===== config.mk =====
export PLATFORM = sky130hd
export DESIGN_NAME = pic_copy_top
export DESIGN_NICKNAME = d
export VERILOG_FILES = /design/src/common/pic_pkg.sv /design/src/hw/pic_copy_top.sv /design/src/hw/pic_regs/pic_regs.sv /design/src/hw/pic_scaler/pixel_merge.sv /design/src/hw/pic_scaler/scan_ctrl.sv
export VERILOG_INCLUDE_DIRS = /design/src /design/src/common
export SDC_FILE = /design/constraint.sdc
export NUM_CORES = 1
export LEC_CHECK = 0
export ABC_AREA = 1
export ABC_CLOCK_PERIOD_IN_PS = 4100
export BUFFER_PORTS_ARGS = -buffer_cell sky130_fd_sc_hd__buf_2
export CAP_MARGIN = 10
export CORE_MARGIN = 10
export CORE_UTILIZATION = 57
export DETAILED_ROUTE_END_ITERATION = 8
export GPL_ROUTABILITY_DRIVEN = 0
export PLACE_DENSITY_LB_ADDON = 0.3
export SYNTH_ARGS = -nofsm -noshare
export SYNTH_HDL_FRONTEND = slang
export SYNTH_SLANG_ARGS = --single-unit

===== constraint.sdc =====
create_clock -name clk -period 4.1 [get_ports clk]
set_clock_uncertainty 0.1 [all_clocks]
set_input_delay 0.205 -clock clk [delete_from_list [all_inputs] [get_ports clk]]
set_output_delay 0.205 -clock clk [all_outputs]
set_load 0.01 [all_outputs]

===== src/common/pic_defs.svh =====
// widths, frame buffer size and register offsets, included by the package and by the RTL
`ifndef PIC_DEFS_SVH
`define PIC_DEFS_SVH

////////////////////////////////////////
// data path widths
////////////////////////////////////////

`define PIC_ADDR_W   20   // image memory and frame buffer address
`define PIX_W        8    // one grey pixel

// frame buffer side is 1 << FB_DIM_LOG2
`define FB_DIM_LOG2  8

////////////////////////////////////////
// register bus
////////////////////////////////////////

`define AXIL_ADDR_W  4
`define AXIL_DATA_W  32

// register offsets
`define REG_CTRL     4'h0   // start and mode
`define REG_PIC_BASE 4'h4   // picture base in image memory
`define REG_FB_BASE  4'h8   // frame buffer base
`define REG_STATUS   4'hC   // busy and done

`endif


===== src/common/pic_pkg.sv =====
// shared types of the picture copy engine, imported by the RTL modules and the testbench
`default_nettype none

`include "pic_defs.svh"

package pic_pkg;

	// one-hot source size, anything else is invalid
	typedef enum logic [2:0] {
		MODE_128 = 3'b001,
		MODE_256 = 3'b010,
		MODE_512 = 3'b100
	} pic_mode_t;

	typedef struct packed {
		logic [`PIC_ADDR_W-1:0] pic_base;
		logic [`PIC_ADDR_W-1:0] fb_base;
		pic_mode_t              mode;
	} pic_cfg_t;

	typedef struct packed {
		logic                   valid;
		logic [`PIC_ADDR_W-1:0] addr;
	} img_rd_t;

	typedef struct packed {
		logic                   valid;
		logic [`PIC_ADDR_W-1:0] addr;
		logic [`PIX_W-1:0]      data;
	} fb_wr_t;

	// rides along with each image read
	typedef struct packed {
		logic                   grp_end;  // read closes an output pixel
		logic                   last;     // final output pixel
		logic                   avg;      // 2x2 averaging
		logic [`PIC_ADDR_W-1:0] fb_addr;
	} scan_tag_t;

	typedef struct packed {
		logic                    awvalid;
		logic [`AXIL_ADDR_W-1:0] awaddr;
		logic                    wvalid;
		logic [`AXIL_DATA_W-1:0] wdata;
		logic [`AXIL_DATA_W/8-1:0] wstrb;
		logic                    bready;
		logic                    arvalid;
		logic [`AXIL_ADDR_W-1:0] araddr;
		logic                    rready;
	} axil_req_t;

	typedef struct packed {
		logic                    awready;
		logic                    wready;
		logic                    bvalid;
		logic [1:0]              bresp;
		logic                    arready;
		logic                    rvalid;
		logic [`AXIL_DATA_W-1:0] rdata;
		logic [1:0]              rresp;
	} axil_rsp_t;

endpackage

`default_nettype wire


===== src/hw/pic_copy_top.sv =====
// top of the picture copy engine, joining the register block and the scaler to the memory ports
`timescale 1ns/1ps
`default_nettype none

`include "pic_defs.svh"

module pic_copy_top (
	input  logic               clk,
	input  logic               reset,
	input  pic_pkg::axil_req_t i_axil,
	output pic_pkg::axil_rsp_t o_axil,
	output pic_pkg::img_rd_t   o_img_rd,
	input  logic [`PIX_W-1:0]  i_img_data,
	output pic_pkg::fb_wr_t    o_fb_wr
);
	import pic_pkg::*;

	pic_cfg_t  cfg;    // held while busy
	logic      start;
	logic      done;
	scan_tag_t tag;

	pic_regs pic_regs_inst (
		.clk     (clk),
		.reset   (reset),
		.i_axil  (i_axil),
		.o_axil  (o_axil),
		.o_cfg   (cfg),
		.o_start (start),
		.i_done  (done)
	);

	////////////////////////////////////////
	// scaler
	////////////////////////////////////////

	scan_ctrl scan_ctrl_inst (
		.clk      (clk),
		.reset    (reset),
		.i_cfg    (cfg),
		.i_start  (start),
		.o_img_rd (o_img_rd),
		.o_tag    (tag)
	);

	pixel_merge pixel_merge_inst (
		.clk        (clk),
		.reset      (reset),
		.i_tag      (tag),
		.i_img_data (i_img_data),  // one cycle after the read
		.o_fb_wr    (o_fb_wr),
		.o_done     (done)
	);

endmodule

`default_nettype wire


===== src/hw/pic_regs/pic_regs.sv =====
// AXI4-Lite register block holding the copy configuration, start pulse and busy/done status
`timescale 1ns/1ps
`default_nettype none

`include "pic_defs.svh"

module pic_regs (
	input  logic               clk,
	input  logic               reset,
	input  pic_pkg::axil_req_t i_axil,
	output pic_pkg::axil_rsp_t o_axil,
	output pic_pkg::pic_cfg_t  o_cfg,
	output logic               o_start,
	input  logic               i_done
);
	import pic_pkg::*;

	logic                    wr_acc;
	logic                    rd_acc;
	logic                    bvalid;
	logic                    rvalid;
	logic [`AXIL_DATA_W-1:0] rdata;
	logic [`AXIL_DATA_W-1:0] rd_mux;
	logic [`PIC_ADDR_W-1:0]  pic_base;
	logic [`PIC_ADDR_W-1:0]  fb_base;
	pic_mode_t               mode;
	logic                    busy;
	logic                    done;
	logic [2:0]              wr_mode;
	logic                    mode_ok;
	logic                    ctrl_wr;
	logic                    start_ok;
	logic                    pic_base_wr;
	logic                    fb_base_wr;
	logic [`AXIL_DATA_W-1:0] pic_base_mrg;
	logic [`AXIL_DATA_W-1:0] fb_base_mrg;

	// byte lane merge of a write into an existing register value
	function automatic logic [`AXIL_DATA_W-1:0] merge_strb(
		input logic [`AXIL_DATA_W-1:0]   old_v,
		input logic [`AXIL_DATA_W-1:0]   new_v,
		input logic [`AXIL_DATA_W/8-1:0] strb
	);
		logic [`AXIL_DATA_W-1:0] res;
		res = old_v;
		for (int i = 0; i < `AXIL_DATA_W/8; i++) begin
			if (strb[i])
				res[8*i +: 8] = new_v[8*i +: 8];
		end
		return res;
	endfunction

	////////////////////////////////////////
	// write decode
	////////////////////////////////////////

	assign wr_acc  = i_axil.awvalid & i_axil.wvalid & ~bvalid;  // held bvalid blocks
	assign rd_acc  = i_axil.arvalid & ~rvalid;
	assign wr_mode = i_axil.wdata[3:1];
	assign mode_ok = (wr_mode == MODE_128) || (wr_mode == MODE_256) || (wr_mode == MODE_512);

	assign ctrl_wr     = wr_acc && !busy && (i_axil.awaddr == `REG_CTRL) && i_axil.wstrb[0] && mode_ok;
	assign start_ok    = ctrl_wr && i_axil.wdata[0];
	assign pic_base_wr = wr_acc && !busy && (i_axil.awaddr == `REG_PIC_BASE);
	assign fb_base_wr  = wr_acc && !busy && (i_axil.awaddr == `REG_FB_BASE);

	assign pic_base_mrg = merge_strb(`AXIL_DATA_W'(pic_base), i_axil.wdata, i_axil.wstrb);
	assign fb_base_mrg  = merge_strb(`AXIL_DATA_W'(fb_base), i_axil.wdata, i_axil.wstrb);

	always_ff @(posedge clk or posedge reset) begin
		if (reset) begin
			pic_base <= '0;
			fb_base  <= '0;
			mode     <= MODE_256;
		end else begin
			if (ctrl_wr)
				mode <= pic_mode_t'(wr_mode);
			if (pic_base_wr)
				pic_base <= pic_base_mrg[`PIC_ADDR_W-1:0];
			if (fb_base_wr)
				fb_base <= fb_base_mrg[`PIC_ADDR_W-1:0];
		end
	end

	// start is self clearing, done waits for the last frame buffer write
	always_ff @(posedge clk or posedge reset) begin
		if (reset) begin
			o_start <= 1'b0;
			busy    <= 1'b0;
			done    <= 1'b0;
		end else begin
			o_start <= start_ok;
			if (start_ok) begin
				busy <= 1'b1;
				done <= 1'b0;
			end else if (i_done) begin
				busy <= 1'b0;
				done <= 1'b1;
			end
		end
	end

	////////////////////////////////////////
	// responses
	////////////////////////////////////////

	always_comb begin
		case (i_axil.araddr)
			`REG_CTRL:     rd_mux = `AXIL_DATA_W'({mode, 1'b0});
			`REG_PIC_BASE: rd_mux = `AXIL_DATA_W'(pic_base);
			`REG_FB_BASE:  rd_mux = `AXIL_DATA_W'(fb_base);
			`REG_STATUS:   rd_mux = `AXIL_DATA_W'({done, busy});
			default:       rd_mux = '0;  // unmapped
		endcase
	end

	always_ff @(posedge clk or posedge reset) begin
		if (reset) begin
			bvalid <= 1'b0;
			rvalid <= 1'b0;
		end else begin
			if (wr_acc)
				bvalid <= 1'b1;
			else if (i_axil.bready)
				bvalid <= 1'b0;
			if (rd_acc)
				rvalid <= 1'b1;
			else if (i_axil.rready)
				rvalid <= 1'b0;
		end
	end

	always_ff @(posedge clk) begin
		if (rd_acc)
			rdata <= rd_mux;
	end

	always_comb begin
		o_axil.awready = wr_acc;  // aw and w accepted together
		o_axil.wready  = wr_acc;
		o_axil.bvalid  = bvalid;
		o_axil.bresp   = 2'b00;
		o_axil.arready = rd_acc;
		o_axil.rvalid  = rvalid;
		o_axil.rdata   = rdata;
		o_axil.rresp   = 2'b00;
	end

	assign o_cfg = '{pic_base: pic_base, fb_base: fb_base, mode: mode};

	// every write response belongs to a write taken the cycle before
	a_bvalid_after_write: assert property (@(posedge clk) disable iff (reset)
		$rose(bvalid) |-> $past(wr_acc));

endmodule

`default_nettype wire


===== src/hw/pic_scaler/pixel_merge.sv =====
// lines returned image data up with its tag, averages 2x2 groups and drives frame buffer writes
`timescale 1ns/1ps
`default_nettype none

`include "pic_defs.svh"

module pixel_merge (
	input  logic               clk,
	input  logic               reset,
	input  pic_pkg::scan_tag_t i_tag,
	input  logic [`PIX_W-1:0]  i_img_data,
	output pic_pkg::fb_wr_t    o_fb_wr,
	output logic               o_done
);
	import pic_pkg::*;

	scan_tag_t              tag_q;     // tag of the read whose data is on i_img_data
	logic [`PIX_W+1:0]      sum;       // partial sum of up to three pixels
	logic [`PIX_W+1:0]      sum_all;
	logic                   wr_valid;
	logic [`PIC_ADDR_W-1:0] wr_addr;
	logic [`PIX_W-1:0]      wr_data;

	assign sum_all = sum + {2'b00, i_img_data};

	////////////////////////////////////////
	// tag delay and accumulate
	////////////////////////////////////////

	always_ff @(posedge clk or posedge reset) begin
		if (reset) begin
			tag_q    <= '0;
			sum      <= '0;
			wr_valid <= 1'b0;
			o_done   <= 1'b0;
		end else begin
			tag_q <= i_tag;
			if (tag_q.avg)
				sum <= tag_q.grp_end ? '0 : sum_all;  // restart for the next group
			wr_valid <= tag_q.grp_end;
			o_done   <= tag_q.grp_end & tag_q.last;  // together with the last write
		end
	end

	always_ff @(posedge clk) begin
		if (tag_q.grp_end) begin
			wr_addr <= tag_q.fb_addr;
			wr_data <= tag_q.avg ? sum_all[`PIX_W+1:2] : i_img_data;  // divide by 4, floor
		end
	end

	assign o_fb_wr.valid = wr_valid;
	assign o_fb_wr.addr  = wr_addr;
	assign o_fb_wr.data  = wr_data;

	// each write closes a group read two cycles earlier by the scan controller
	a_write_after_group: assert property (@(posedge clk) disable iff (reset)
		o_fb_wr.valid |-> $past(i_tag.grp_end, 2));

endmodule

`default_nettype wire


===== src/hw/pic_scaler/scan_ctrl.sv =====
// raster scan of the 256x256 output issuing image reads and frame buffer tags, used in the scaler
`timescale 1ns/1ps
`default_nettype none

`include "pic_defs.svh"

module scan_ctrl (
	input  logic               clk,
	input  logic               reset,
	input  pic_pkg::pic_cfg_t  i_cfg,
	input  logic               i_start,
	output pic_pkg::img_rd_t   o_img_rd,
	output pic_pkg::scan_tag_t o_tag
);
	import pic_pkg::*;

	typedef enum logic {
		ST_IDLE,
		ST_SCAN
	} state_t;

	state_t                  state;
	logic [`FB_DIM_LOG2-1:0] row;      // output row
	logic [`FB_DIM_LOG2-1:0] col;      // output column
	logic [1:0]              sub;      // read within a 2x2 group
	logic                    scan;
	logic                    avg;
	logic                    grp_end;
	logic                    last;
	logic [`PIC_ADDR_W-1:0]  img_off;

	assign scan    = (state == ST_SCAN);
	assign avg     = (i_cfg.mode == MODE_512);
	assign grp_end = !avg || (sub == 2'd3);  // single read per pixel unless averaging
	assign last    = grp_end && (&row) && (&col);

	////////////////////////////////////////
	// state and counters
	////////////////////////////////////////

	always_ff @(posedge clk or posedge reset) begin
		if (reset) begin
			state <= ST_IDLE;
			row   <= '0;
			col   <= '0;
			sub   <= '0;
		end else begin
			case (state)
				ST_IDLE: begin
					if (i_start) begin
						state <= ST_SCAN;
						row   <= '0;
						col   <= '0;
						sub   <= '0;
					end
				end
				ST_SCAN: begin
					sub <= grp_end ? 2'd0 : sub + 2'd1;
					if (grp_end) begin
						col <= col + `FB_DIM_LOG2'd1;  // wraps into the next row
						if (&col)
							row <= row + `FB_DIM_LOG2'd1;
						if (last)
							state <= ST_IDLE;
					end
				end
				default: state <= ST_IDLE;
			endcase
		end
	end

	////////////////////////////////////////
	// address forming
	////////////////////////////////////////

	// source offset is row * width + col, built by concatenation
	always_comb begin
		case (i_cfg.mode)
			MODE_128: img_off = `PIC_ADDR_W'({row[`FB_DIM_LOG2-1:1], col[`FB_DIM_LOG2-1:1]});
			MODE_512: img_off = `PIC_ADDR_W'({row, sub[1], col, sub[0]});
			default:  img_off = `PIC_ADDR_W'({row, col});
		endcase
	end

	assign o_img_rd.valid = scan;
	assign o_img_rd.addr  = i_cfg.pic_base + img_off;  // wraps at 20 bits

	assign o_tag.grp_end = scan & grp_end;
	assign o_tag.last    = scan & last;
	assign o_tag.avg     = scan & avg;
	assign o_tag.fb_addr = i_cfg.fb_base + `PIC_ADDR_W'({row, col});

	// the size mode comes from the register block and must stay legal for a whole scan
	a_mode_onehot: assert property (@(posedge clk) disable iff (reset)
		scan |-> $onehot(i_cfg.mode));

	// a read burst only opens right after a start pulse
	a_read_after_start: assert property (@(posedge clk) disable iff (reset)
		$rose(o_img_rd.valid) |-> $past(i_start));

endmodule

`default_nettype wire


======== Word level (Yosys, flattened, before mapping) ========
Cells that the tools add are included.
word-level totals
  register bits after elaboration ......... 162
  bits in latches ......................... 0
  RAM bits ................................ 0
  ROM bits ................................ 0
  input port bits ......................... 59
  output and inout bits ................... 91
  word-level logic and storage cells ...... 110
  memories ................................ 0
cells by class
  $add $sub $neg .......................... 6
  multiply operators ...................... 0
  div/mod/pow operators ................... 0
  order comparisons ....................... 0
  equal/unequal tests ..................... 14
  shift operators ......................... 0
  muxes and demuxes ....................... 25
  bitwise logic cells ..................... 10
  reduce and logical (&&, ||, !) cells .... 29
operators by type and width
  cell                                                              count
  20-bit case mux with 4 select lines                               1
  8-bit 2-to-1 mux                                                  5
  18-bit case mux with 2 select lines                               1
  8-bit case mux with 2 select lines                                2
  20-bit by 16-bit adder with 20-bit output                         1
  20-bit by 18-bit adder with 20-bit output                         1
  8-bit by 1-bit adder with 8-bit output (second input constant)    2
  8-bit AND reduction                                               2
  2-bit AND reduction                                               7
  4-bit == test (second input constant)                             3
  1-bit 2-to-1 mux                                                  11
  10-bit by 8-bit adder with 10-bit output                          1
  10-bit 2-to-1 mux                                                 1
  1-bit logical AND                                                 9
  4-bit by 3-bit == test with 1-bit output (second input constant)  2
  4-bit zero test                                                   2
  1-bit AND                                                         7
  3-bit by 1-bit == test with 1-bit output (second input constant)  2
  3-bit == test (second input constant)                             2
  2-bit inequality test (second input constant)                     3
  2-bit nonzero test                                                3
  2-bit 2-to-1 mux                                                  2
  2-bit case mux with 2 select lines                                1
  3-bit by 2-bit == test with 1-bit output (second input constant)  1
  7 further kinds                                                   12

======== Longest topological paths before layout ========
Gate-level depths: netlist of the first run.
  depth in word-level cells ............... 8
  mapped depth ............................ 17
  mapped depth without buffers ............ 17

======== Hierarchy ========
Synthesis of the first run repeated with hierarchy kept, for this count alone.
second synthesis, totals
  cells, all modules ...................... 1144
  area, all modules ....................... 9172.5 µm²
modules (own cells, without submodules)
  module       instances  cells each  area an instance (µm²)  seq. area each (µm²)
  scan_ctrl    1          630         3599.7                  475.5
  pic_regs     1          323         3181.8                  1803.0
  pixel_merge  1          191         2391.0                  1716.6

======== Worst setup path before layout of the first run ========
No wires, ideal clock.
  path kind ............................... register to output
  start ................................... reg pic_regs_inst.mode[1]
  end ..................................... out o_img_rd[12] (netlist bit)
  data arrival time ....................... 2.406 ns
  slack ................................... 1.389 ns
  cell stages (with the launch flop) ...... 16
  path buffers ............................ 0
  cell sequence ........................... dfstp_2 nor3_4 nor2_1 inv_1 o221ai_1 ha_1 inv_1 fa_1 inv_1 nand3_1 nand3_1 nand2_1 a21boi_0 nor2_1 nand2_1 nand2_1
RTL lines
  what                    line                text
  from (decl)             pic_regs.sv:26      pic_mode_t mode;
  from (signal assigned)  pic_regs.sv:77      mode <= pic_mode_t'(wr_mode);
  to (decl)               pic_copy_top.sv:12  output pic_pkg::img_rd_t o_img_rd,

==> results of run 1 <==
## Yosys cell counts (2+ instances only)
master | instances | area share (%)
a21boi_0 | 2 | 0.17
a21o_1 | 4 | 0.34
a21oi_1 | 45 | 2.6
a22o_1 | 12 | 1.2
buf_2 | 7 | 0.40
buf_4 | 24 | 2.1
clkbuf_1 | 4 | 0.17
clkinv_1 | 2 | 0.086
dfrtp_1 | 101 | 29
edfxtp_1 | 48 | 16
fa_1 | 3 | 0.69
ha_1 | 45 | 6.4
inv_1 | 136 | 5.8
inv_2 | 2 | 0.086
nand2_1 | 315 | 14
nand2_4 | 3 | 0.39
nand3_1 | 79 | 4.5
nand3_2 | 3 | 0.34
nand3b_1 | 4 | 0.34
nand4_1 | 15 | 1.1
nor2_1 | 66 | 2.8
nor3_1 | 6 | 0.34
nor3_2 | 2 | 0.23
nor3b_1 | 2 | 0.17
nor4_1 | 3 | 0.21
o21ai_0 | 75 | 4.3
o21ai_2 | 5 | 0.50
o21bai_1 | 5 | 0.43
o221ai_1 | 13 | 1.3
o22ai_1 | 6 | 0.43
xnor2_1 | 6 | 0.60
xor2_1 | 18 | 1.8
## metal layers
| layer | wire, um | global-route usage, % |
|---|---|---|
| met1 | 9630 | 27.95 |
| met2 | 10460 | 35.63 |
| met3 | 1790 | 5.281 |
| met4 | 548 | 7.469 |
| met5 | 0 | 0 |
## cells by family after synthesis
group / Yosys count
and+or+nand+nor: 501
AOI/OAI and AO/OA: 173
buffers and inverters: 177
other: 1
adders and majority gates: 48
xor gates and xnor gates: 24
DFF: 150
## final timing paths
kind | start | end | cells past startpoint
max | pic_regs_inst.mode[0]$_DFFE_PP0P_ | o_img_rd[12] | 14
min | i_axil[29] | pic_regs_inst.pic_base[18]$_DFFE_PP0P_ | 3
max reg2reg | scan_ctrl_inst.col[0]$_DFFE_PP0P_ | pixel_merge_inst.tag_q[16]$_DFF_PP0_ | 11
min reg2reg | pixel_merge_inst.tag_q[12]$_DFF_PP0_ | pixel_merge_inst.wr_addr[12]$_DFFE_PP_ | 0
max in group asynchronous | reset | scan_ctrl_inst.row[0]$_DFFE_PP0P_ | 4
min in group asynchronous | reset | pixel_merge_inst.sum[6]$_DFFE_PP0P_ | 3
## cell type report
| class | count | area share [%] |
|---|---|---|
| inverter | 140 | 5.133 |
| timing repair buffer | 151 | 8.781 |
| clock buffer | 17 | 4.135 |
| sequential | 150 | 38.83 |
| multi-input combinational | 762 | 39.33 |
| clock inverter | 15 | 1.496 |
| tap | 188 | 2.287 |
## where the power goes
group          switching (W)  total, W  internal, W
Sequential        0.00000490   0.00157      0.00156
Combinational       0.000110  0.000177    0.0000665
Clock               0.000638   0.00153     0.000897
## repair_timing
item | 4_1_cts | 5_1_grt
setup endpoints to repair | 0 | 0
endpoints found under the hold margin | 118 | 0
hold buffers | 28 | 0
## worst reg2reg max path, cell delays in order (launching register included)
cell	delay, ns
dfrtp_1	0.46
ha_1	0.27
inv_1	0.07
fa_1	0.40
inv_1	0.12
nand3_1	0.07
nand3_1	0.11
nand2_1	0.06
nand2_1	0.13
nand3_1	0.12
nand3_1	0.10
nand2_1	0.05
## through the flow
step / total power (W) / hold WS, ns / std cells / setup slack (ns) / utilization [%]
global route: 0.003378 / 0.008852 / 1423 / 0.05976 / 67.92
floorplan: 0.001696 / 0.2014 / 1089 / 1.121 / -
finish: 0.003276 / 0.003732 / 1423 / 0.3030 / 67.92
CTS: 0.003289 / 0.007787 / 1423 / 0.3410 / 67.92
detailed placement: 0.001746 / 0.3013 / 1363 / 0.8062 / 62.25
global placement: 0.001743 / 0.2939 / 1363 / 0.8832 / 62.25
## registers in the layout, indices dropped and copies added (netlist names), 2 cells and up
register                  count
pic_regs_inst.fb_base        20
scan_ctrl_inst.col            8
pixel_merge_inst.wr_data      8
pic_regs_inst.rdata          20
scan_ctrl_inst.sub            2
pixel_merge_inst.wr_addr     20
pic_regs_inst.pic_base       20
pic_regs_inst.mode            3
pixel_merge_inst.tag_q       23
scan_ctrl_inst.row            8
pixel_merge_inst.sum         10
==> impl_metrics.csv, run 1 <==
group,metric,value,unit
setup_path,crit_path_top_delay_cell,"clkinv_1",
clock_tree,library_cell_used_as_clock_root_buffer,"clkbuf_16",
timing,setup-violations-final,0,
hold_path,hold_path.class,"primary input to flip-flop",
synthesis,post_synthesis_adder_cell_area_fraction,7.116,%
floorplanning,design.core.area,15150,um2
final_layout,antenna_cells,0,
setup_path,crit_required,3.80,ns
clock_tree,post-cts-setup-buffers,0,
floorplanning,top_level_ports,150,
floorplanning,die_width,143.9,um
setup_path,timing.setup.critical_path_class,"flip-flop to output pin",
global_route,track_usage,21.91,%
global_route,grt_first_pass_wirelength,36.14,mm
synthesis,async_flop_share,68.00,%
timing,timing.max_slew.rel_slack,33.49,%
synthesis,post_synth_mux_area_share,0,%
clock_tree,cts-htree-levels,4,
synthesis,synth_seq_cells,150,
floorplanning,core.rowCount,45,
clock_tree,cts.sinks,150,
final_layout,multi_input_area,4046,um2
timing,worst_slew_pin_slew,0.9977,ns
final_layout,mostFrequentLayoutCells,"nand2_1, inv_1, buf_2, dfrtp_1, nand3_1",
setup_path,worst-path-buf-inv,3,
global_route,grt_overflow,0,
placed_design,placed_instance_area,9428,um2
setup_path,setup.worst_path.end_class,"output pin",
clock_tree,clock_latency,0.44,ns
clock_tree,cts.reportedPaths.clkPinSlew,0.06,ns
synthesis,synth-warning-count,0,
run_status,status,"finished clean",
power_and_ir_drop,power_per_cell_area,318.5,nW/um2
floorplanning,dieHeight,143.9,um
timing,timing_hold_violations_final,0,
routing,vias,7776,
timing,setup_total_negative_slack,0,ns
setup_path,wp_data_arrival,3.49,ns
setup_path,worst-r2r-setup-slack,1.93,ns
power_and_ir_drop,total_leakage_power,5.199,nW
final_layout,nFillCells,1227,
routing,initial_drc_count,629,
global_route,grt_max_degree,81,
routing,wl_per_cell,15.76,um
synthesis,yosys_most_used_dff,"dfrtp_1",
clock_tree,tritoncts_clock_tree,"yes",
synthesis,synthSimpleGateAreaFrac,24.28,%
synthesis,post_synth_inst_count,1074,
synthesis,yosys.cell_types.count,45,
synthesis,avgSynthCellArea,8.153,um2
power_and_ir_drop,irDropWorstVdd,0.0002828,V
setup_path,cp_common_cell,"nand2_1",
placed_design,port-buffer-count,120,
timing,period_utilization_post_route,92.61,%
clock_tree,cts_inserted_buffers,17,
routing,totalWireLength,22.43,mm
global_route,grt_pass1_vias,7490,
setup_path,crit_family,"simple AND/OR/NAND/NOR gates",
synthesis,synth_top_family_by_area,"simple AND/OR/NAND/NOR gates",
final_layout,layout_commonest_cell,"nand2_1",
setup_path,crit_path_cell_trace,"nor3_4 -> clkinv_1 -> o22ai_1 -> a21oi_1 -> fa_1 -> inv_1 -> nand3_1 -> nand3_1 -> nand2_1 -> a21boi_0 -> nor2_1 -> nand2_1 -> nand2_1 -> buf_2",
floorplanning,floorplan.initialDensity,57.81,%
timing,final_count_of_pins_violating_max_slew,0,
global_route,antenna_found_initial,0,
floorplanning,die-area,20720,um2
synthesis,synth_enable_flop_cells,48,
synthesis,xor_xnor_share_of_the_synthesized_area,2.401,%
clock_tree,cts-root-to-sink-buffers,2,
synthesis,synth_compound_area_share,11.73,%
routing,route.antenna.remaining_nets,0,
job,cap_viol_max_count,0,
final_layout,stdcell_area,10290,um2
final_layout,sequential_cell_area,3995,um2
clock_tree,number_of_instances_resized_during_post_cts_repair,0,
setup_path,timing.critical_path.from_type,"flip-flop",
final_layout,fin_nets,1329,
synthesis,seq_area_frac_synth,45.63,%
setup_path,cpPeakStageDelay,0.45,ns
setup_path,maximum_fanout_encountered_on_the_critical_timing_path,17,
routing,vias_per_cell,5.465,
timing,max_freq,0.2634,GHz
routing,drc,0,
timing,post_layout_min_period,3.797,ns
final_layout,area_overhead_vs_synth,17.49,%
synthesis,synthesis.area,8756,um2
final_layout,drive_gt1_share,14.01,%
timing,grt_setup_unrepaired,"false",
routing,dr.pass1.iters,6,
placed_design,place_hpwl,16.92,mm
No activity file was read; power rests on OpenSTA's default activity.
==> run 2, diff against run 1 <==
==> constraint.sdc (replaced) <==
create_clock -name clk -period 4.1 [get_ports clk]
set_clock_uncertainty 0.1 [all_clocks]
set_input_delay 0.41 -clock clk [delete_from_list [all_inputs] [get_ports clk]]
set_output_delay 0.41 -clock clk [all_outputs]
set_load 0.01 [all_outputs]
==> run 2 against run 1 <==
Effect of this change:
- worst setup slack worse by 0.11 ns
- register-to-register slack about the same
- core utilization down 1.7 points
- clock power about the same
- largest power group unchanged
- critical path type unchanged
- sequential power about the same
- critical path depth up 3
- power about the same
- first-iteration DRC count up 0.64%
==> impl_metrics.csv, run 2 (synthesized netlist as in run 1, its figures left out) <==
group,metric,value,unit
global_route,grt_pass1_vias,7260,
setup_path,maximum_fanout_encountered_on_the_critical_timing_path,13,
floorplanning,floorplan.initialDensity,57.81,%
final_layout,stdcell_area,10030,um2
timing,timing.max_slew.rel_slack,33.56,%
timing,timing_hold_violations_final,0,
floorplanning,top_level_ports,150,
hold_path,worstHoldEndpoint,"pic_regs_inst.bvalid$_DFFE_PP0P_",
power_and_ir_drop,total_leakage_power,5.078,nW
clock_tree,tritoncts_clock_tree,"yes",
power_and_ir_drop,power_report.internal_total,0.002542,W
clock_tree,cts_inserted_buffers,17,
power_and_ir_drop,combPwrFrac,4.7,%
timing,final_worst_hold_slack,0.07371,ns
final_layout,mostFrequentLayoutCells,"nand2_1, inv_1, buf_2, dfrtp_1, nand3_1",
power_and_ir_drop,irDropWorstVdd,0.0002757,V
placed_design,placed_instance_area,9435,um2
floorplanning,die_width,143.9,um
power_and_ir_drop,power_switching,0.0007327,W
clock_tree,number_of_instances_resized_during_post_cts_repair,0,
setup_path,timing.critical_path.from_type,"flip-flop",
timing,worst_slew_pin_slew,0.9967,ns
final_layout,largest_reg_flops,23,
clock_tree,cts.sinks,150,
power_and_ir_drop,fin_total_pwr,0.003274,W
final_layout,drive_gt1_share,14.49,%
hold_path,hold_path.class,"primary input to flip-flop",
clock_tree,cts-htree-levels,4,
global_route,grt_overflow,0,
setup_path,wp_data_arrival,3.39,ns
clock_tree,cts_hold_repair.buffers,0,
setup_path,crit-reg2reg-launch,"scan_ctrl_inst.col[0]$_DFFE_PP0P_",
timing,period_utilization_post_route,95.19,%
routing,wl_per_cell,15.83,um
floorplanning,design.core.area,15150,um2
power_and_ir_drop,power_per_cell_area,326.5,nW/um2
setup_path,register_to_register_path_depth,11,
floorplanning,die-area,20720,um2
final_layout,nFillCells,1299,
routing,totalWireLength,22.09,mm
final_layout,fin_nets,1302,
routing,drc,0,
final_layout,largest_register,"pixel_merge_inst.tag_q",
timing,post_layout_min_period,3.903,ns
clock_tree,clock_latency,0.43,ns
timing,fin_ws,0.1973,ns
timing,final_count_of_pins_violating_max_slew,0,
final_layout,antenna_cells,0,
routing,vias_per_cell,5.510,
placed_design,port-buffer-count,120,
global_route,grt_max_degree,81,
global_route,track_usage,21.53,%
setup_path,crit_path_top_delay_cell,"dfstp_2",
clock_tree,post-cts-setup-buffers,0,
routing,initial_drc_count,633,
routing,dr.pass1.iters,6,
power_and_ir_drop,pwr-share-clk,47.5,%
setup_path,worst-r2r-setup-slack,1.94,ns
setup_path,cpPeakStageDelay,0.58,ns
hold_path,timing.hold.worst.start,"i_axil[6]",
timing,grt_setup_unrepaired,"false",
setup_path,setup.worst_path.end_class,"output pin",
timing,max_freq,0.2562,GHz
timing,setup-violations-final,0,
setup_path,crit_path_cell_trace,"nor3_4 -> nor2_1 -> buf_4 -> inv_1 -> o221ai_1 -> ha_2 -> inv_1 -> fa_1 -> inv_1 -> nand3_1 -> nand3_1 -> nand2_1 -> a21boi_1 -> nor2_1 -> nand2_1 -> nand2_1 -> buf_2",
clock_tree,library_cell_used_as_clock_root_buffer,"clkbuf_16",
setup_path,crit_required,3.59,ns
floorplanning,dieHeight,143.9,um
hold_path,hold_path_depth,2,
setup_path,timing.rr.end,"pixel_merge_inst.tag_q[16]$_DFF_PP0_",
clock_tree,cts-root-to-sink-buffers,2,
placed_design,dp_worst_setup_slack,0.5940,ns
run_status,status,"finished clean",
setup_path,timing.setup.critical_path_class,"flip-flop to output pin",
final_layout,area_overhead_vs_synth,14.55,%
placed_design,place_hpwl,17.20,mm
power_and_ir_drop,power.switching_fraction,22.38,%
timing,setup_total_negative_slack,0,ns
routing,vias,7692,
global_route,antenna_found_initial,0,
routing,route.antenna.remaining_nets,0,
power_and_ir_drop,power.share.sequential,47.8,%
job,cap_viol_max_count,0,
final_layout,layout_commonest_cell,"nand2_1",
global_route,grt_first_pass_wirelength,35.40,mm
floorplanning,core.rowCount,45,
clock_tree,cts.reportedPaths.clkPinSlew,0.06,ns
-- run 2: changes by cell type in the layout (fill, tap and decap cells not counted), sizes merged --
| cell | previous run | this run |
|---|---|---|
| dlygate4sd3 | 28 | 0 |
| clkinv | 10 | 5 |
| clkbuf | 17 | 21 |
| clkinvlp | 2 | 5 |
| inv | 141 | 139 |
| buf | 123 | 124 |
-- run 2: area by class of cell --
class | instances | area [um2] | area share, %
multi-input combinational | 762 | 4049 | 40.37
sequential | 150 | 3995 | 39.83
timing repair buffer | 124 | 630.6 | 6.287
inverter | 140 | 531.8 | 5.302
clock buffer | 21 | 461.7 | 4.603
tap | 188 | 235.2 | 2.345
clock inverter | 11 | 126.4 | 1.260
-- run 2: worst max path at each step --
stage                                                 start                             end  slack, ns  depth (start not counted)
after detailed placement  pic_regs_inst.mode[1]$_DFFE_PP1P_                    o_img_rd[12]       0.59                         17
after CTS                 pic_regs_inst.mode[1]$_DFFE_PP1P_                    o_img_rd[12]       0.14                         17
after global routing      pic_regs_inst.mode[1]$_DFFE_PP1P_                    o_img_rd[12]     0.0002                         17
final                     pic_regs_inst.mode[1]$_DFFE_PP1P_                    o_img_rd[12]       0.20                         17
after global placement    pic_regs_inst.mode[1]$_DFFE_PP1P_                    o_img_rd[12]       0.68                         17
after floorplan                                       reset  pic_regs_inst.busy$_DFFE_PP0P_       0.92                          1
-- run 2: routing by layer --
layer	wire [um]	vias to the layer above	GRT usage, %
met3	1647	50	4.785
met2	10210	306	34.27
li1	-	3765	-
met4	696	0	9.242
met1	9536	3571	27.61
met5	0	-	0
-- run 2: critical path, delay by kind of cell, from the launching register on --
family                     cells  cell delay [ns]
adders and majority gates      2             0.66
AOI/OAI and AO/OA              2             0.45
DFF                            1             0.58
and+or+nand+nor                8             0.65
buffers and inverters          5             0.61
-- run 2: per-stage QoR --
step | utilization, % | cells
4_1_cts | 66.18 | 1396
3_3_place_gp | 62.30 | 1364
5_1_grt | 66.22 | 1396
6_report | 66.22 | 1396
2_1_floorplan | - | 1089
3_5_place_dp | 62.30 | 1364
-- run 2: power by group through the flow --
stage	clock network, W	logic, W	registers, W
after floorplan	0	0.0000949	0.00160
after global placement	0	0.000152	0.00159
after detailed placement	0	0.000154	0.00159
after CTS	0.00157	0.000156	0.00157
after global routing	0.00163	0.000173	0.00157
final	0.00155	0.000155	0.00157
==> run 3, diff against run 2 <==
--- a/config.mk
+++ b/config.mk
@@ -8,11 +8,11 @@
 export LEC_CHECK = 0
 export ABC_AREA = 1
 export ABC_CLOCK_PERIOD_IN_PS = 4100
-export BUFFER_PORTS_ARGS = -buffer_cell sky130_fd_sc_hd__buf_2
 export CAP_MARGIN = 10
 export CORE_MARGIN = 10
 export CORE_UTILIZATION = 57
 export DETAILED_ROUTE_END_ITERATION = 8
+export DONT_BUFFER_PORTS = 1
 export GPL_ROUTABILITY_DRIVEN = 0
 export PLACE_DENSITY_LB_ADDON = 0.3
 export SYNTH_ARGS = -nofsm -noshare
==> run 3 against run 2 <==
Effect of this change:
- count of clock-buffer cells in the layout down 2
- non-clock buffer count down 120
- global-route usage down 0.35 points
- maximum frequency up 1.7%
- die area unchanged
- the flow now finishes with violations (negative hold slack)
- cell count down 8.6%
- via count down 6.2%
==> impl_metrics.csv, run 3 (synthesized netlist as in run 1, its figures left out) <==
group,metric,value,unit
power_and_ir_drop,power_per_cell_area,342.2,nW/um2
routing,dr.pass1.iters,5,
setup_path,cp_common_cell,"nand2_1",
final_layout,nFillCells,1319,
routing,vias_per_cell,5.652,
global_route,grt_first_pass_wirelength,34.53,mm
routing,wl_per_cell,16.67,um
final_layout,antenna_cells,0,
timing,final_count_of_pins_violating_max_slew,0,
hold_path,hold_path.class,"primary input to asynchronous set/reset pin",
setup_path,register_to_register_path_depth,11,
placed_design,dp_worst_setup_slack,0.6513,ns
timing,period_utilization_post_route,93.57,%
job,cap_viol_max_count,0,
final_layout,stdcell_area,9440,um2
run_status,violations_in_the_final_reports,"negative hold slack",
placed_design,dp_cells,1243,
timing,post_layout_min_period,3.836,ns
setup_path,setup.worst_path.end_class,"output pin",
setup_path,crit_path_top_delay_cell,"dfstp_2",
routing,route.antenna.remaining_nets,0,
clock_tree,post-cts-setup-buffers,0,
timing,setup_total_negative_slack,0,ns
routing,drc,0,
floorplanning,die_width,143.9,um
final_layout,drive_gt1_share,5.331,%
setup_path,cpPeakStageDelay,0.59,ns
placed_design,place_hpwl,16.62,mm
setup_path,crit_path_cell_trace,"nor3_1 -> nor2_1 -> buf_4 -> inv_1 -> o221ai_2 -> ha_2 -> inv_1 -> fa_1 -> inv_1 -> nand3_1 -> nand3_1 -> nand2_1 -> nand2_1 -> nand3_1 -> nand2_1 -> nand2_1 -> nand2_1",
final_layout,fin_nets,1182,
final_layout,finish.cell_count_without_fillers,1276,
global_route,grt_pass1_vias,6882,
setup_path,timing.setup.critical_path_class,"flip-flop to output pin",
clock_tree,clock_latency,0.43,ns
final_layout,area_overhead_vs_synth,7.816,%
clock_tree,library_cell_used_as_clock_root_buffer,"clkbuf_16",
global_route,antenna_found_initial,0,
run_status,status,"complete, but fails checks",
clock_tree,cts-root-to-sink-buffers,2,
clock_tree,cts-htree-levels,4,
power_and_ir_drop,irDropWorstVdd,0.0002870,V
floorplanning,floorplan.initialDensity,57.81,%
final_layout,mostFrequentLayoutCells,"nand2_1, inv_1, dfrtp_1, nand3_1, o21ai_0",
timing,final_worst_hold_slack,-0.05514,ns
timing,grt_setup_unrepaired,"false",
final_layout,layout_commonest_cell,"nand2_1",
timing,worst_slew_pin_slew,1.029,ns
floorplanning,die-area,20720,um2
timing,timing_hold_violations_final,18,
setup_path,crit_required,3.59,ns
setup_path,maximum_fanout_encountered_on_the_critical_timing_path,13,
timing,fin_ws,0.2636,ns
floorplanning,core.rowCount,45,
placed_design,port-buffer-count,0,
floorplanning,top_level_ports,150,
setup_path,timing.critical_path.from_type,"flip-flop",
routing,totalWireLength,21.27,mm
placed_design,placed_instance_area,8827,um2
clock_tree,cts_inserted_buffers,17,
final_layout,largest_register,"pixel_merge_inst.tag_q",
final_layout,largest_reg_flops,23,
global_route,grt_max_degree,81,
timing,max_freq,0.2607,GHz
setup_path,wp_data_arrival,3.33,ns
global_route,track_usage,21.18,%
routing,initial_drc_count,459,
clock_tree,cts.sinks,150,
power_and_ir_drop,total_leakage_power,4.597,nW
floorplanning,design.core.area,15150,um2
clock_tree,tritoncts_clock_tree,"yes",
timing,setup-violations-final,0,
routing,vias,7212,
floorplanning,dieHeight,143.9,um
global_route,grt_overflow,0,
clock_tree,cts.reportedPaths.clkPinSlew,0.06,ns
timing,timing.max_slew.rel_slack,31.40,%
## run 3: layout make-up
class                           count  area, um2  share of cell area (%)
Inverter                          140      531.8                   5.633
Clock buffer                       19      442.9                   4.692
Clock inverter                     13      147.6                   1.564
Multi-Input combinational cell    762       4055                   42.96
Timing Repair Buffer                4      32.53                  0.3446
Tap cell                          188      235.2                   2.492
Sequential cell                   150       3995                   42.32
## run 3: final timing paths
check | endpoint | startpoint | slack (ns)
worst min register to register | pixel_merge_inst.wr_addr[12]$_DFFE_PP_ | pixel_merge_inst.tag_q[12]$_DFF_PP0_ | 0.32
min in group clk | pic_regs_inst.bvalid$_DFFE_PP0P_ | i_axil[6] | 0.02
worst max register to register | pixel_merge_inst.tag_q[16]$_DFF_PP0_ | scan_ctrl_inst.col[0]$_DFFE_PP0P_ | 1.94
max in group asynchronous | scan_ctrl_inst.col[7]$_DFFE_PP0P_ | reset | 2.99
worst max-delay path | o_img_rd[16] | pic_regs_inst.mode[1]$_DFFE_PP1P_ | 0.26
worst min-delay path | pixel_merge_inst.wr_valid$_DFF_PP0_ | reset | -0.06
## run 3: routing by layer
metal  wire length [um]  vias to the layer above  part of all wire, %  track usage, %
met4                510                        0                  2.4           7.792
met3               1797                       32                  8.4           6.931
met2               9757                      295                   46           32.84
met1               9207                     3351                   43           27.04
met5                  0                        -                    0               0
li1                   -                     3534                    -               -
## run 3: critical path, delay by kind of cell, from the launching register on
family                     cells  cell delay, ns
DFF                            1            0.59
buffers and inverters          4            0.50
and+or+nand+nor               10            0.94
AOI/OAI and AO/OA              1            0.20
adders and majority gates      2            0.65
## run 3: stage by stage
step           util (%)  total power [W]
2_1_floorplan         -         0.001696
3_3_place_gp      58.28         0.001706
3_5_place_dp      58.28         0.001707
4_1_cts           62.25         0.003253
5_1_grt           62.33         0.003345
6_report          62.33         0.003230
## run 3: timing repair
item                                    CTS  global route
endpoints found under the hold margin     1             0
resized for setup                         0             5
endpoints found under the setup margin    0             4
hold buffers                              1             0
## run 3: power by group
part / switching [W] / leakage [nW] / internal, W
Clock: 0.000634 / 0.277 / 0.000918
Combinational: 0.0000787 / 2.56 / 0.0000216
Sequential: 0.0000166 / 1.76 / 0.00156
